$ cat src/design/cpu_pkg.sv
package cpu_pkg;

    // first fetch address after reset
    localparam logic [31:0] RESET_PC = 32'h1c000000;

    // fetch address error
    localparam logic [5:0] ECODE_ADEF = 6'h08;

    // on-chip RAM depth in 32-bit words
    localparam int MEM_WORDS = 256;

    // one master's request on the SRAM-like bus
    typedef struct packed {
        logic        req;
        logic        wr;
        logic [1:0]  size;
        logic [31:0] addr;
        logic [3:0]  wstrb;
        logic [31:0] wdata;
    } mem_req_t;

    // slave reply seen by one master
    typedef struct packed {
        logic        addr_ok;
        logic        data_ok;
        logic [31:0] rdata;
    } mem_resp_t;

    // item handed to decode
    typedef struct packed {
        logic [31:0] pc;
        logic [31:0] inst;
        logic        has_exception;
        logic [5:0]  ecode;
        logic [8:0]  esubcode;
    } fetch_out_t;

    typedef enum logic [1:0] {
        RD_NONE,
        RD_BRANCH,
        RD_EXCEPTION,
        RD_ERTN
    } redirect_e;

    typedef enum logic {
        LSU_LOAD,
        LSU_STORE
    } lsu_op_e;

    typedef enum logic [1:0] {
        OWN_NONE,
        OWN_DATA,
        OWN_FETCH
    } arb_owner_e;

endpackage

$ cat src/design/bus_arbiter.sv
`timescale 1ns/10ps

module bus_arbiter (
    input  logic               clk,
    input  logic               rst,
    input  cpu_pkg::mem_req_t  data_req,
    output cpu_pkg::mem_resp_t data_resp,
    input  cpu_pkg::mem_req_t  fetch_req,
    output cpu_pkg::mem_resp_t fetch_resp,
    output cpu_pkg::mem_req_t  mem_req,
    input  cpu_pkg::mem_resp_t mem_resp
);
    import cpu_pkg::*;

    arb_owner_e owner_q;
    logic       grant_data;
    logic       grant_fetch;
    logic       accept;

    // data master wins a same-cycle contest
    assign grant_data  = data_req.req;
    assign grant_fetch = fetch_req.req && !data_req.req;

    assign mem_req = grant_data ? data_req : fetch_req;
    assign accept  = mem_req.req && mem_resp.addr_ok;

    // who the next data_ok belongs to
    always_ff @(posedge clk) begin
        if (rst) begin
            owner_q <= OWN_NONE;
        end else if (accept) begin
            owner_q <= grant_data ? OWN_DATA : OWN_FETCH;
        end else if (mem_resp.data_ok) begin
            owner_q <= OWN_NONE;
        end
    end

    always_comb begin
        data_resp.addr_ok = mem_resp.addr_ok && grant_data;
        data_resp.data_ok = mem_resp.data_ok && owner_q == OWN_DATA;
        data_resp.rdata   = (owner_q == OWN_DATA) ? mem_resp.rdata : 32'd0;
    end

    always_comb begin
        fetch_resp.addr_ok = mem_resp.addr_ok && grant_fetch;
        fetch_resp.data_ok = mem_resp.data_ok && owner_q == OWN_FETCH;
        fetch_resp.rdata   = (owner_q == OWN_FETCH) ? mem_resp.rdata : 32'd0;
    end

endmodule

$ cat config.mk
export PLATFORM = sky130hd
export DESIGN_NAME = bus_arbiter
export DESIGN_NICKNAME = d
export VERILOG_FILES = /design/src/design/cpu_pkg.sv /design/src/design/bus_arbiter.sv
export SDC_FILE = /design/constraint.sdc
export NUM_CORES = 1
export LEC_CHECK = 0
export BUFFER_PORTS_ARGS = -buffer_cell sky130_fd_sc_hd__buf_2
export CAP_MARGIN = 20
export CORE_AREA = 10 10 115 117
export CTS_CLUSTER_SIZE = 8
export DETAILED_ROUTE_END_ITERATION = 8
export DIE_AREA = 0 0 125 127
export PLACE_DENSITY = 0.62
export SLEW_MARGIN = 20
export SYNTH_ARGS = -nofsm -noshare
export SYNTH_HDL_FRONTEND = slang
export SYNTH_SLANG_ARGS = --single-unit
$ cat constraint.sdc
create_clock -name clk -period 1.1 [get_ports clk]
set_input_delay 0.11 -clock clk [delete_from_list [all_inputs] [get_ports clk]]
set_output_delay 0.11 -clock clk [all_outputs]
set_load 0.02 [all_outputs]
==> results.cfg <==
[finish]
layout_commonest_cell = buf_2
reg_top3 = owner_q (2)
nets = 671
antenna_cells = 0
post-route-util_pct = 37.26
drive_above_1_share_pct = 95.09
area_growth_pct = 151.9
largest_reg_flops = 2
stdcell_count = 632
design_area_um2 = 4145
layout_common_cells = buf_2 (252), buf_6 (74), mux2_4 (58)
nFillCells = 1101
largest-register = owner_q

[pwr]
power_mw = 2.397
leakage_nw = 2.395
peakVddDrop_v = 0.0004038
power.density_nw_per_um2 = 578.2

[sta]
setup_viol = 66
setup_tns_ps = -14660
period_needed_ps = 1367
slew_headroom_pct = 87.40
finalMaxSlewViolations = 0
fin_skew_ps = 0
worstMarginPinSlew_ps = 188.6
fmax_mhz = 731.5
finalCritPeriodShare_pct = 124.3
rsz0062_at_grt = yes
postLayoutSetupSlackWorst_ps = -267.1
hold_viol = 0
whs_ps = 67.31

[placement]
placed_area_um2 = 3405
gp_congestion = 0.9100
port_buffers = 319
dp_slack_ps = -71.26
dp.cells = 623
hpwl_um = 10250

[hold_path]
hold_class = in -> reg

[routing]
postRouteAntennaNets = 0
drt_iter0_drc = 62
routed.top_layer = met4
wirelength_um = 12100
wire_per_inst_um = 19.15
wl_met1_um = 3990
viasPerCell = 4.021
num_vias = 2541
drc = 0
route.met2.wl_um = 6562
wl_met3_um = 1359
drt-pass1-iter-count = 4

[setup_path]
cp.arrival_ps = 1260
startpoint_type = flop
path_max_fanout = 8
critPathKind = reg -> out
required_ps = 990
end_kind = output port

[clock_network]
hold_buffers = 0
cts_buffer_depth = 2
clk_latency_ps = 220
cts.reportedPaths.clkPinSlew_ps = 30
root_buffer = clkbuf_16
numCtsBuffers = 3
post_cts_buffers = 0
cts_tree = built
ctsHtreeMaxLevel = 1
numClockSinks = 2

[synth]
avgSynthCellArea_um2 = 10.03
yosys-top-cells-area = mux2_4 (53%), and2_1 (25%), mux2_2 (8.9%)
synth.cell_area_um2 = 1645
synth_cells = 164
synth_top_area_share_pct = 52.93
synth_largest_area_cell = mux2_4
synth_seq_area_share_pct = 2.433
ys_warn_count = 0
synth_fp_nets = 344
synth_cell_types = 15
synth-seq-cells = 2

[floorplanning]
die_w_um = 125
start_util_pct = 14.79
io_pins = 320
die-area_um2 = 15880
core_um2 = 11130
rows = 39
die_h_um = 127

[run]
cap_violations = 0

[global_routing]
grt_usage_pct = 12.96
grt_max_degree = 18
grt_overflow = 0
grt_pass1_wl_um = 16770
antenna_found_initial = 0
grt_pass1_vias = 2964

[run_status]
status = finished, violations left
failed_checks = negative setup slack
==> cells in the mapped netlist, drive strengths merged <==
| master | n |
|---|---|
| and2b | 1 |
| a31oi | 1 |
| nor2b | 1 |
| buf | 8 |
| a211oi | 1 |
| inv | 1 |
| nor2 | 2 |
| dfxtp | 2 |
| and2 | 67 |
| mux2 | 71 |
| or2 | 1 |
| nand2 | 2 |
| clkbuf | 6 |
==> layout make-up <==
class / instances / area (um^2) / share of cell area (%)
Clock buffer: 3 / 75.07 / 1.811
Inverter: 1 / 3.754 / 0.09055
Multi-Input combinational cell: 147 / 1620 / 39.09
Sequential cell: 2 / 42.54 / 1.026
Tap cell: 143 / 178.9 / 4.316
Timing Repair Buffer: 336 / 2225 / 53.67
==> repair_timing <==
action | CTS | global route
pin swaps | 18 | 30
endpoints found under the setup margin | 101 | 72
resized for setup | 105 | 102
gates cloned | 4 | 2
==> report_power, final <==
| group | switching [mW] | internal, mW |
|---|---|---|
| logic | 0.838 | 0.927 |
| clock network | 0.0885 | 0.463 |
| registers | 0.00326 | 0.0776 |
| total | 0.930 | 1.47 |
==> logic make-up (layout without fill, tap and decap cells) <==
family	Yosys count	in the layout	share of synthesized area, %
compound gates	2	2	0.8369
buf+inv	15	340	7.148
flops	2	2	2.434
mux	71	71	61.83
simple gates	74	74	27.76
==> worst max-delay path: stages (launching register included) <==
cell	delay, ps
dfxtp_2	310
and2b_4	310
buf_6	140
and2_4	160
buf_6	110
==> path summary, 6_finish.rpt <==
kind                                               from  cells after the start  slack [ps]                      end
worst max register to register  owner_q[1]$_SDFFE_PP0P_                      2         390  owner_q[1]$_SDFFE_PP0P_
worst min register to register  owner_q[1]$_SDFFE_PP0P_                      2         490  owner_q[1]$_SDFFE_PP0P_
worst min-delay path                                rst                      2          70  owner_q[0]$_SDFFE_PP0P_
worst max-delay path            owner_q[0]$_SDFFE_PP0P_                      4        -270           fetch_resp[26]
==> per-layer routing <==
| layer | vias to the layer above | track usage (%) |
|---|---|---|
| li1 | 1206 | - |
| met1 | 1144 | 11.94 |
| met2 | 181 | 24.65 |
| met3 | 10 | 6.534 |
| met4 | 0 | 3.455 |
| met5 | - | 0 |
(Power assumes the default switching activity.)
