File: src/design/cpu_pkg.sv
package cpu_pkg;

    // first fetch address after reset
    localparam logic [31:0] RESET_PC = 32'h1c000000;

    // fetch address error
    localparam logic [5:0] ECODE_ADEF = 6'h08;

    // on-chip RAM depth in 32-bit words
    localparam int MEM_WORDS = 256;

    // one master's request on the SRAM-like bus
    typedef struct packed {
        logic        req;
        logic        wr;
        logic [1:0]  size;
        logic [31:0] addr;
        logic [3:0]  wstrb;
        logic [31:0] wdata;
    } mem_req_t;

    // slave reply seen by one master
    typedef struct packed {
        logic        addr_ok;
        logic        data_ok;
        logic [31:0] rdata;
    } mem_resp_t;

    // item handed to decode
    typedef struct packed {
        logic [31:0] pc;
        logic [31:0] inst;
        logic        has_exception;
        logic [5:0]  ecode;
        logic [8:0]  esubcode;
    } fetch_out_t;

    typedef enum logic [1:0] {
        RD_NONE,
        RD_BRANCH,
        RD_EXCEPTION,
        RD_ERTN
    } redirect_e;

    typedef enum logic {
        LSU_LOAD,
        LSU_STORE
    } lsu_op_e;

    typedef enum logic [1:0] {
        OWN_NONE,
        OWN_DATA,
        OWN_FETCH
    } arb_owner_e;

endpackage

File: src/design/lsu_port.sv
`timescale 1ns/10ps

module lsu_port (
    input  logic               clk,
    input  logic               rst,
    input  logic               lsu_cmd_valid,
    input  cpu_pkg::lsu_op_e   lsu_cmd_op,
    input  logic [31:0]        lsu_addr,
    input  logic [31:0]        lsu_wdata,
    output cpu_pkg::mem_req_t  bus_req,
    input  cpu_pkg::mem_resp_t bus_resp,
    output logic               lsu_done,
    output logic [31:0]        lsu_rdata
);
    import cpu_pkg::*;

    typedef enum logic [1:0] {
        LS_IDLE,
        LS_REQ,
        LS_WAIT
    } lsu_state_e;

    lsu_state_e  state_q;
    lsu_op_e     op_q;
    logic [31:0] addr_q;
    logic [31:0] wdata_q;
    logic        is_store;

    assign is_store = op_q == LSU_STORE;

    always_ff @(posedge clk) begin
        if (rst) begin
            state_q <= LS_IDLE;
            op_q    <= LSU_LOAD;
        end else begin
            case (state_q)
                LS_IDLE: begin
                    if (lsu_cmd_valid) begin
                        state_q <= LS_REQ;
                        op_q    <= lsu_cmd_op;
                    end
                end
                // hold req until the arbiter lets it through
                LS_REQ: begin
                    if (bus_resp.addr_ok) begin
                        state_q <= LS_WAIT;
                    end
                end
                LS_WAIT: begin
                    if (bus_resp.data_ok) begin
                        state_q <= LS_IDLE;
                    end
                end
                default: state_q <= LS_IDLE;
            endcase
        end
    end

    always_ff @(posedge clk) begin
        if (state_q == LS_IDLE && lsu_cmd_valid) begin
            addr_q  <= lsu_addr;
            wdata_q <= lsu_wdata;
        end
    end

    // full-word accesses only
    always_comb begin
        bus_req       = '0;
        bus_req.req   = state_q == LS_REQ;
        bus_req.wr    = is_store;
        bus_req.size  = 2'b10;
        bus_req.addr  = addr_q;
        bus_req.wstrb = is_store ? 4'hf : 4'h0;
        bus_req.wdata = wdata_q;
    end

    assign lsu_done  = state_q == LS_WAIT && bus_resp.data_ok;
    assign lsu_rdata = (lsu_done && !is_store) ? bus_resp.rdata : 32'd0;

endmodule

File: config.mk
export PLATFORM = sky130hd
export DESIGN_NAME = lsu_port
export DESIGN_NICKNAME = d
export VERILOG_FILES = /design/src/design/cpu_pkg.sv /design/src/design/lsu_port.sv
export SDC_FILE = /design/constraint.sdc
export NUM_CORES = 1
export LEC_CHECK = 0
export ABC_AREA = 0
export ABC_CLOCK_PERIOD_IN_PS = 11200
export BUFFER_PORTS_ARGS = -buffer_cell sky130_fd_sc_hd__buf_2
export CAP_MARGIN = 10
export CORE_MARGIN = 2
export CORE_UTILIZATION = 40
export CTS_CLUSTER_DIAMETER = 30
export DETAILED_ROUTE_END_ITERATION = 10
export PLACE_DENSITY = 0.94
export SYNTH_ARGS = -nofsm -noshare
export SYNTH_HDL_FRONTEND = slang
export SYNTH_SLANG_ARGS = --single-unit
export TNS_END_PERCENT = 30
File: constraint.sdc
create_clock -name clk -period 11.2 [get_ports clk]
set_input_delay 1.12 -clock clk [delete_from_list [all_inputs] [get_ports clk]]
set_output_delay 1.12 -clock clk [all_outputs]
set_load 0.1 [all_outputs]
==> qor.yml <==
worst_pin_slew_ns: 0.794
gr-total-overflow: 0
grt_pass1_wl_mm: 7.76
route.vias.total: 1782
wl_met3_um: 628
slew_headroom: 0.471
syn_area_um2: 2380
wl_met1_mm: 1.94
finalCritPeriodShare: 0.298
hp-class: "reg -> reg"
holdWs_ns: 0.554
final_common_cell: "buf_2"
synth_nets: 226
core_um2: 5820
dieArea_um2: 6580
final_cell_mix: "204 x buf_2, 64 x edfxtp_1, 32 x and2_1, 9 x clkbuf_8, 4 x nand2b_1"
cts_buffer_depth: 2
avgRoutedWirePerCell_um: 13.9
hold_depth: 2
nNetsFinal: 432
die_w_um: 81.1
io_buffers: 204
crit_arrival_ns: 2.22
multi_input_area_um2: 315
synthCells: 124
p_per_area_nw_per_um2: 186
cts_setup_buffers: 0
hold_viol: 0
cts-buffers-inserted: 9
cts_hold_buf: 0
cap_violations: 0
grt_pass1_vias: 1668
path_clk_slew_ns: 0.07
yosys_warnings: 0
rsz0062_at_grt: "false"
antenna_found_initial: 1
hold_path_end: "is_store"
initialDrtViolationCount: 75
wl_met2_mm: 3.02
worstPathMaxFanout: 32
yosys-top-cells-area: "edfxtp_1 81%, and2_1 8.4%, dfxtp_1 2.5%, buf_4 2.2%, buf_6 1.4%"
yosys_register_bits: 67
num_rows: 28
syn_area_per_cell_um2: 19.2
synth_top_area_cell: "edfxtp_1"
synth_top_area_share: 0.808
cts_tree: "done"
route.detailed.drc: 0
routed_via_density: 4.34
cts_sinks: 67
r2r_start: "state_q[1]"
min_period_ns: 3.34
finalSetupTns_ns: 0
clk_latency_ns: 0.33
crit_path_end_kind: "primary output"
r2r_slack_ns: 9.59
firstDrtPassIters: 4
grt_max_degree: 66
max_freq_mhz: 299
status: "completed"
detail-route-antenna-nets: 0
gr-usage-all-layers: 0.167
final-setup-viol-count: 0
top_layer: "met4"
final_layout_size_suffix_gt1_frac: 0.663
skew_ns: 0.00708
cts.htree.levels: 3
synth.yosys.seq_area_share: 0.833
seqCellArea_um2: 1980
critPathLaunchType: "primary input"
ios: 207
critPathKind: "in -> out"
place_congestion: 0.795
hp-start: "is_store"
cts.repair.resized: 0
syn2layout_area_growth_pct: 52.0
start_util: 0.409
power.leakage_uw: 0.00173
dpl.hpwl_mm: 4.47
cp.required_ns: 10.08
routed_wl_mm: 5.72
maxSlewViolCount: 0
reg2reg_to: "addr_q[10]"
clockRootBuffer: "clkbuf_8"
r2r_cells: 2
ys_types: 16
peakVddDrop_uv: 103
power_uw: 674
fillCellCount: 448
chipHeight_um: 81.1
## through the flow
stage,area (um2),util,worst slack [ns],cells
3_5_place_dp,3420,0.588,7.83,394
4_1_cts,3610,0.621,7.83,410
2_1_floorplan,2380,-,4.74,124
5_1_grt,3620,0.622,7.78,411
6_report,3620,0.622,7.86,411
3_3_place_gp,3420,0.588,7.86,394
## synth_stat cells
library cell / instances
a211oi_1: 1
a21oi_1: 1
and2_1: 32
and3b_1: 1
and4bb_4: 1
buf_4: 7
buf_6: 3
conb_1: 2
dfxtp_1: 3
edfxtp_1: 64
mux2i_1: 1
nand2b_1: 4
nand3b_1: 1
nor2b_1: 1
nor3b_1: 1
or3b_1: 1
## cells by family (layout without fill, tap and decap cells)
logic type	count (synthesis)	in the layout	share of synthesized area
and+or+nand+nor	42	42	0.118
other	2	3	0.00316
AOI/OAI and AO/OA	2	2	0.00526
muxes	1	1	0.00421
DFF	67	67	0.833
buffers and inverters	10	221	0.0363
## metal layers
layer	vias up	GRT usage
li1	850	-
met4	0	0.0983
met3	9	0.0456
met2	128	0.310
met5	-	0
met1	795	0.165
## worst max-delay path, stage by stage
cell      delay, ns
buf_2          0.09
and4bb_4       0.40
and2_1         0.18
buf_2          0.42
## sequential cells by signal (all words and copies together), names as in the netlist
signal / flops
addr_q: 32
wdata_q: 32
state_q: 2
is_store: 1
## power breakdown
| part | total [uW] | internal, uW | leakage, uW | switching [uW] |
|---|---|---|---|---|
| sequential | 300 | 295 | 0.000638 | 4.71 |
| clock | 191 | 103 | 0.0000885 | 88.6 |
| combinational | 182 | 26.4 | 0.00101 | 156 |
## area by class of cell
type                            count  share of cell area
Clock inverter                      6              0.0183
Antenna cell                        1            0.000692
Tap cell                           75              0.0260
Sequential cell                    67               0.548
Timing Repair Buffer              205               0.284
Clock buffer                       10              0.0353
Multi-Input combinational cell     47              0.0872
## worst max path at each step
stage	endpoint	slack [ns]	from
after floorplan	is_store	4.74	lsu_cmd_valid
after global placement	lsu_rdata[31]	7.86	bus_resp[32]
after detailed placement	lsu_rdata[31]	7.83	bus_resp[32]
after CTS	lsu_rdata[31]	7.83	bus_resp[32]
after global routing	lsu_rdata[31]	7.78	bus_resp[32]
final	lsu_rdata[9]	7.86	bus_resp[32]
Note: power is estimated with default switching activity, not from simulation.
