## config.mk

```make
export PLATFORM = sky130hd
export DESIGN_NAME = fetch_stage
export DESIGN_NICKNAME = d
export VERILOG_FILES = /design/src/design/cpu_pkg.sv /design/src/design/fetch_stage.sv
export SDC_FILE = /design/constraint.sdc
export NUM_CORES = 1
export LEC_CHECK = 0
export ABC_AREA = 1
export BUFFER_PORTS_ARGS = -buffer_cell sky130_fd_sc_hd__buf_4
export CORE_MARGIN = 4
export CORE_UTILIZATION = 32
export CTS_CLUSTER_SIZE = 16
export DETAILED_ROUTE_END_ITERATION = 16
export GPL_ROUTABILITY_DRIVEN = 0
export PLACE_DENSITY = 0.6
export SYNTH_ARGS = -nofsm -noshare
export SYNTH_HDL_FRONTEND = slang
export SYNTH_SLANG_ARGS = --single-unit
```

## constraint.sdc

```tcl
create_clock -name clk -period 5.9 [get_ports clk]
set_input_delay 1.18 -clock clk [delete_from_list [all_inputs] [get_ports clk]]
set_output_delay 1.18 -clock clk [all_outputs]
set_load 0.005 [all_outputs]
```

## src/design/cpu_pkg.sv

```systemverilog
package cpu_pkg;

    // first fetch address after reset
    localparam logic [31:0] RESET_PC = 32'h1c000000;

    // fetch address error
    localparam logic [5:0] ECODE_ADEF = 6'h08;

    // on-chip RAM depth in 32-bit words
    localparam int MEM_WORDS = 256;

    // one master's request on the SRAM-like bus
    typedef struct packed {
        logic        req;
        logic        wr;
        logic [1:0]  size;
        logic [31:0] addr;
        logic [3:0]  wstrb;
        logic [31:0] wdata;
    } mem_req_t;

    // slave reply seen by one master
    typedef struct packed {
        logic        addr_ok;
        logic        data_ok;
        logic [31:0] rdata;
    } mem_resp_t;

    // item handed to decode
    typedef struct packed {
        logic [31:0] pc;
        logic [31:0] inst;
        logic        has_exception;
        logic [5:0]  ecode;
        logic [8:0]  esubcode;
    } fetch_out_t;

    typedef enum logic [1:0] {
        RD_NONE,
        RD_BRANCH,
        RD_EXCEPTION,
        RD_ERTN
    } redirect_e;

    typedef enum logic {
        LSU_LOAD,
        LSU_STORE
    } lsu_op_e;

    typedef enum logic [1:0] {
        OWN_NONE,
        OWN_DATA,
        OWN_FETCH
    } arb_owner_e;

endpackage

```

## src/design/fetch_stage.sv

```systemverilog
`timescale 1ns/10ps

module fetch_stage (
    input  logic                clk,
    input  logic                rst,
    input  cpu_pkg::redirect_e  redirect_kind,
    input  logic [31:0]         redirect_target,
    output cpu_pkg::mem_req_t   bus_req,
    input  cpu_pkg::mem_resp_t  bus_resp,
    output logic                out_valid,
    input  logic                out_ready,
    output cpu_pkg::fetch_out_t fetch_out
);
    import cpu_pkg::*;

    // exception ranks above ertn, ertn above branch
    function automatic logic [1:0] rd_prio(redirect_e kind);
        case (kind)
            RD_EXCEPTION: rd_prio = 2'd3;
            RD_ERTN:      rd_prio = 2'd2;
            RD_BRANCH:    rd_prio = 2'd1;
            default:      rd_prio = 2'd0;
        endcase
    endfunction

    logic        fetch_en_q;
    logic [31:0] pc_q;
    redirect_e   held_kind_q;
    logic [31:0] held_target_q;
    logic        pend_q;
    logic        pend_cancel_q;
    logic        buf_valid_q;
    fetch_out_t  buf_q;
    logic        out_valid_q;
    fetch_out_t  out_q;

    logic        redirect_now;
    redirect_e   eff_kind;
    logic [31:0] eff_target;
    logic [31:0] next_pc;
    logic        issue_ok;
    logic        accept;
    logic        adef;
    logic        ret_ok;
    fetch_out_t  ret_item;
    logic        out_fire;
    logic        out_free;

    assign redirect_now = redirect_kind != RD_NONE;

    // new pulse replaces the held one unless the held one ranks higher
    always_comb begin
        if (redirect_now && rd_prio(redirect_kind) >= rd_prio(held_kind_q)) begin
            eff_kind   = redirect_kind;
            eff_target = redirect_target;
        end else begin
            eff_kind   = held_kind_q;
            eff_target = held_target_q;
        end
    end

    assign next_pc = (eff_kind != RD_NONE) ? eff_target : pc_q + 32'd4;

    // one fetch in flight, and only while the buffer is empty
    assign issue_ok = fetch_en_q && !pend_q && !buf_valid_q;
    assign accept   = bus_req.req && bus_resp.addr_ok;

    always_comb begin
        bus_req      = '0;
        bus_req.req  = issue_ok;
        bus_req.size = 2'b10;
        bus_req.addr = {next_pc[31:2], 2'b00};
    end

    // pc_q names the outstanding fetch until the next acceptance
    assign adef = pc_q[1:0] != 2'b00;

    always_comb begin
        ret_item.pc            = pc_q;
        ret_item.inst          = adef ? 32'd0 : bus_resp.rdata;
        ret_item.has_exception = adef;
        ret_item.ecode         = adef ? ECODE_ADEF : 6'd0;
        ret_item.esubcode      = 9'd0;
    end

    assign ret_ok = bus_resp.data_ok && pend_q && !pend_cancel_q && !redirect_now;

    // stale item is hidden in the redirect cycle itself
    assign out_valid = out_valid_q && !redirect_now;
    assign fetch_out = out_q;
    assign out_fire  = out_valid && out_ready;
    assign out_free  = !out_valid_q || out_fire;

    always_ff @(posedge clk) begin
        if (rst) begin
            fetch_en_q    <= 1'b0;
            pc_q          <= RESET_PC - 32'd4;
            held_kind_q   <= RD_NONE;
            pend_q        <= 1'b0;
            pend_cancel_q <= 1'b0;
        end else begin
            fetch_en_q <= 1'b1;
            if (accept) begin
                pc_q        <= next_pc;
                held_kind_q <= RD_NONE;
            end else begin
                held_kind_q <= eff_kind;
            end
            // a redirect while waiting marks the return as dead
            if (bus_resp.data_ok) begin
                pend_q        <= 1'b0;
                pend_cancel_q <= 1'b0;
            end else if (accept) begin
                pend_q <= 1'b1;
            end else if (redirect_now && pend_q) begin
                pend_cancel_q <= 1'b1;
            end
        end
    end

    always_ff @(posedge clk) begin
        if (!accept) begin
            held_target_q <= eff_target;
        end
    end

    // output register with a one-entry skid buffer behind it
    always_ff @(posedge clk) begin
        if (rst) begin
            out_valid_q <= 1'b0;
            buf_valid_q <= 1'b0;
        end else if (redirect_now) begin
            out_valid_q <= 1'b0;
            buf_valid_q <= 1'b0;
        end else if (out_free) begin
            out_valid_q <= buf_valid_q || ret_ok;
            buf_valid_q <= buf_valid_q && ret_ok;
        end else if (ret_ok) begin
            buf_valid_q <= 1'b1;
        end
    end

    always_ff @(posedge clk) begin
        if (out_free) begin
            out_q <= buf_valid_q ? buf_q : ret_item;
        end
        if (ret_ok && (buf_valid_q || !out_free)) begin
            buf_q <= ret_item;
        end
    end

endmodule

```

==> reports/metrics.sh <==
STATUS='finished, final reports clean'
PATH_CLK_SLEW_NS=0.06
WORST_R2R_STARTPOINT='buf_valid_q$_SDFFE_PP0P_'
GRT_UTIL_ALL_LAYERS_PCT=14.05
CTS.PATH.MAX_BUFFERS=3
CP-START-KIND='input pin'
LAYOUT.NETS=1361
GRT-OVFL-TOTAL=0
TIMING.SETUP.TNS_NS=0
POST_CTS.RESIZED_INSTANCES=0
R2R-END='buf_q[33]$_DFFE_PP_'
CTS_SETUP_BUFFERS=0
SYNTH_AREA_PER_CELL_UM2=8.668
DETAIL_ROUTE.WL_PER_CELL_UM=14.57
MEASURED_SLEW_AT_THE_WORST_SLEW_CHECK_PIN_NS=1.098
YOSYS_REGISTER_BITS=201
DP_WORST_SETUP_SLACK_NS=1.017
NUM_ROWS=64
YOSYSWARNINGS=0
ROUTE.DETAILED.VIAS_PER_INST=4.353
SETUP.WORST_PATH.END_CLASS='output pin'
WL_MET2_MM=10.93
GRT_PASS1_WL_MM=38.04
SYNTH_TOP_CELLS_BY_AREA='sky130_fd_sc_hd__edfxtp_1, sky130_fd_sc_hd__nand2_1, sky130_fd_sc_hd__dfxtp_1'
TOTAL_CLOCK_BUFFERS_CREATED_BY_CTS=24
H_TREE_LEVEL_COUNT=1
CTS.SINK_COUNT=201
WORST_HOLD_PATH.NUM_CELLS=2
GRT_START_MAX_NET_PINS=99
DPL_WIRE_LENGTH_MM=18.62
WORST_VDD_RAIL_IR_DROP_uV=171.3
HORIZONTAL_EXTENT_OF_THE_DIE_UM=184.5
COREAREA_UM2=30670
TIMING.SETUP.CRITICAL_PATH_CLASS='in2out'
TIMING.HOLD.WORST.CLASS='reg2reg'
DETAILEDROUTE.FIRSTPASSITERATIONCOUNT=8
SETUP_REPAIR_AFTER_GLOBAL_ROUTING_MISSED_ITS_MARGIN='false'
NUM_IO_PINS=224
HOLD_START='pc_q[31]$_SDFFE_PP0P_'
ANTENNA_VIOLATIONS_BEFORE_REPAIR=0
WORST_PATH_MOST_REPEATED_CELL='sky130_fd_sc_hd__nand2_1'
DETAIL_ROUTE.ITER0.VIOLATIONS=341
SYNTH_SEQ_AREA_SHARE_PCT=56.63
FIN_CELLS=1696
REGISTER_TO_REGISTER_SETUP_SLACK_NS=3.00
TOTALPOWERFINAL_mW=4.192
FINISH.UTILIZATION_PCT=38.65
FP.DIEAREA_UM2=34040
CTS_TREE='yes'
SYNTH_MUX_AREA_SHARE_PCT=0
CRITICAL_PATH_REQUIRED_TIME_NS=4.72
SKEW_PAIR_LATE_INSERTION_DELAY_NS=0.51
WL_MET1_MM=11.03
R2R.WORST_PATH.CELLS=5
CAP_VIOL_MAX_COUNT=0
CRIT_PATH_TOP_DELAY_CELL='sky130_fd_sc_hd__buf_4'
FINAL-HOLD-VIOLATION-COUNT=0
PATH_CELLS='buf_4, inv_1, ha_1, or2_2, ha_1, nand2_1, nand3_2, nand2_2, nand2_1, nand2_1, nor2_4, buf_4, nand2_1, nand2_1, buf_4'
INITIAL_UTILIZATION_PCT=32.50
FLOORPLAN.DIE.HEIGHT_UM=184.5
CRIT_FANOUT=22
SETUP_VIOLATIONS=0
NETLIST-CELL-TYPE-COUNT=27
WORST_PATH_MAX_STAGE_DELAY_NS=0.33
PLACEDCELLCOUNT=1652
SYNTH-COMPOUND-AREA-SHARE_PCT=2.322
MINIMUM_SETUP_SLACK_IN_THE_FINAL_DESIGN_NS=1.018
PERIOD_NEEDED_NS=4.882
TIMING.FMAX_MHz=204.8
CLOCK_ROOT_BUFFER='sky130_fd_sc_hd__clkbuf_16'
NUMBER_OF_STANDARD_CELLS_AFTER_SYNTHESIS=1150
SYNTH_TOP_FAMILY_BY_AREA='simple AND/OR/NAND/NOR gates'
POWER_DENSITY_nW_PER_UM2=353.7
FINAL.SETUP_SKEW_NS=0.01211
YOSYS.AREA_SHARE.SIMPLE_PCT=25.91
ARRIVAL_TIME_AT_THE_WORST_ENDPOINT_NS=3.70
ROUTE.FINAL.WIRE_LENGTH_MM=24.72
SYNTHXORXNORAREAFRAC_PCT=0.8786
FIRST_GLOBAL_VIAS=7038
RELSLEWSLACK_PCT=26.74
DETAIL-ROUTE-ANTENNA-NETS=0
ROUTE.MET3.WL_MM=1.913
VIAS=7382
DRC=0
POST_CTS_HOLD_BUFFER_COUNT=0
PORTBUFFERS=168
NETLIST_AREA_BEFORE_PLACEMENT_UM2=9968
ADDER_AND_MAJORITY_GATE_PORTION_OF_THE_SYNTHESIZED_AREA_PCT=1.004
TOPROUTINGLAYERUSED='met4'
WORSTHOLDENDPOINT='pc_q[31]$_SDFFE_PP0P_'
AREA_GROWTH_PCT=18.92
POST_SYNTHESIS_CELL_TYPE_WITH_THE_LARGEST_COMBINED_AREA='sky130_fd_sc_hd__edfxtp_1'
LAYOUT-DRIVE-GT1-SHARE_PCT=18.15
P_LEAK_nW=5.686
FINAL_MAX_SLEW_VIOL_COUNT=0
MIN_PERIOD_OVER_PERIOD_PCT=82.75
NUM_ANTENNA_CELLS=0
SYNTH.TOP_CELL.AREA_SHARE_PCT=48.80
-- registers in the layout, summed over array words and instances (netlist names) --
register and cells:
out_valid_q 1, pend_cancel_q 1, buf_q 65, pc_q 32, fetch_en_q 1, buf_valid_q 1
held_kind_q 2, held_target_q 32, pend_q 1, fetch_out 65
-- cell families (layout without fill, tap and decap cells) --
| family | Yosys count | after routing |
|---|---|---|
| buffers and inverters | 246 | 343 |
| XOR/XNOR | 10 | 10 |
| AO/OA/AOI/OAI | 46 | 46 |
| other | 2 | 55 |
| adder cells (fa/ha/maj) | 8 | 8 |
| flip-flops | 201 | 201 |
| AND/OR/NAND/NOR | 637 | 637 |
-- synth_stat cells --
library cell,count
sky130_fd_sc_hd__nand2_4,1
sky130_fd_sc_hd__or2_2,2
sky130_fd_sc_hd__nand3_1,72
sky130_fd_sc_hd__a21oi_1,5
sky130_fd_sc_hd__nor2_4,5
sky130_fd_sc_hd__and2_1,2
sky130_fd_sc_hd__nand2_2,7
sky130_fd_sc_hd__inv_2,3
sky130_fd_sc_hd__buf_1,6
sky130_fd_sc_hd__nand4_1,2
sky130_fd_sc_hd__buf_4,92
sky130_fd_sc_hd__nand3_2,1
sky130_fd_sc_hd__o21ai_0,40
sky130_fd_sc_hd__clkbuf_1,11
sky130_fd_sc_hd__xor2_1,10
sky130_fd_sc_hd__clkinv_1,1
sky130_fd_sc_hd__conb_1,2
sky130_fd_sc_hd__nor2_1,82
sky130_fd_sc_hd__inv_1,117
sky130_fd_sc_hd__ha_1,8
sky130_fd_sc_hd__nor2_2,7
sky130_fd_sc_hd__buf_2,12
sky130_fd_sc_hd__edfxtp_1,162
sky130_fd_sc_hd__dfxtp_1,39
sky130_fd_sc_hd__a31oi_1,1
sky130_fd_sc_hd__nand2_1,456
sky130_fd_sc_hd__buf_6,4
-- worst max-delay path by stage --
stage / from / to / slack [ns]
after floorplan: redirect_kind[0] / buf_q[12]$_DFFE_PP_ / 1.15
after global placement: redirect_kind[0] / bus_req[41] / 1.09
after detailed placement: redirect_kind[0] / bus_req[41] / 1.02
after CTS: redirect_kind[0] / bus_req[41] / 1.01
after global routing: redirect_kind[0] / bus_req[39] / 0.80
final: redirect_kind[0] / bus_req[41] / 1.02
-- layout make-up --
class / instances / area [µm²]
clock inverters: 12 / 56.30
clock buffers: 32 / 651.9
well taps: 396 / 495.5
flip-flops and latches: 201 / 5647
fillers: 3102 / 18820
inverters: 121 / 454.2
repair buffers: 178 / 1336
multi-input cells: 756 / 3213
-- routing by layer --
layer | GRT usage [%] | up-vias
met3 | 2.388 | 49
met1 | 19.17 | 3275
met2 | 22.58 | 299
met5 | 0 | -
met4 | 5.117 | 0
li1 | - | 3759
-- worst max-delay path: cells and delay by family --
kind,cells,cell delay [ns]
simple gates,9,1.41
fa+ha+maj,2,0.49
buf+inv,4,0.61
-- per-stage QoR --
step	area, µm²	hold slack [ns]
floorplan	10170	0.4367
global placement	11150	0.4529
detailed placement	11150	0.4717
CTS	11850	0.4865
global route	11850	0.5157
finish	11850	0.4932
-- where the power goes --
part           internal (mW)  switching (mW)
Clock                  0.772           0.565
Combinational          0.413           0.675
Sequential              1.70          0.0678
Total                   2.88            1.31
-- cell usage in the layout, fill, tap and decap left out --
master / n
sky130_fd_sc_hd__nand3_1: 72
sky130_fd_sc_hd__buf_4: 178
sky130_fd_sc_hd__nand3_2: 1
sky130_fd_sc_hd__clkbuf_16: 25
sky130_fd_sc_hd__nand2_1: 455
sky130_fd_sc_hd__a31oi_1: 1
sky130_fd_sc_hd__or2_2: 2
sky130_fd_sc_hd__clkbuf_1: 7
sky130_fd_sc_hd__dfxtp_1: 38
sky130_fd_sc_hd__clkinv_4: 2
sky130_fd_sc_hd__dfxtp_2: 1
sky130_fd_sc_hd__xor2_1: 10
sky130_fd_sc_hd__inv_2: 4
sky130_fd_sc_hd__and2_1: 2
sky130_fd_sc_hd__clkinv_1: 10
sky130_fd_sc_hd__a21oi_1: 5
sky130_fd_sc_hd__edfxtp_1: 162
sky130_fd_sc_hd__inv_1: 116
sky130_fd_sc_hd__ha_1: 8
sky130_fd_sc_hd__nor2_1: 81
sky130_fd_sc_hd__clkinv_2: 1
sky130_fd_sc_hd__nand4_1: 2
sky130_fd_sc_hd__o21ai_0: 40
sky130_fd_sc_hd__nand2_4: 1
sky130_fd_sc_hd__conb_1: 55
sky130_fd_sc_hd__nand2_2: 8
sky130_fd_sc_hd__nor2_2: 8
sky130_fd_sc_hd__nor2_4: 5
No activity file was read; power rests on OpenSTA's default activity.
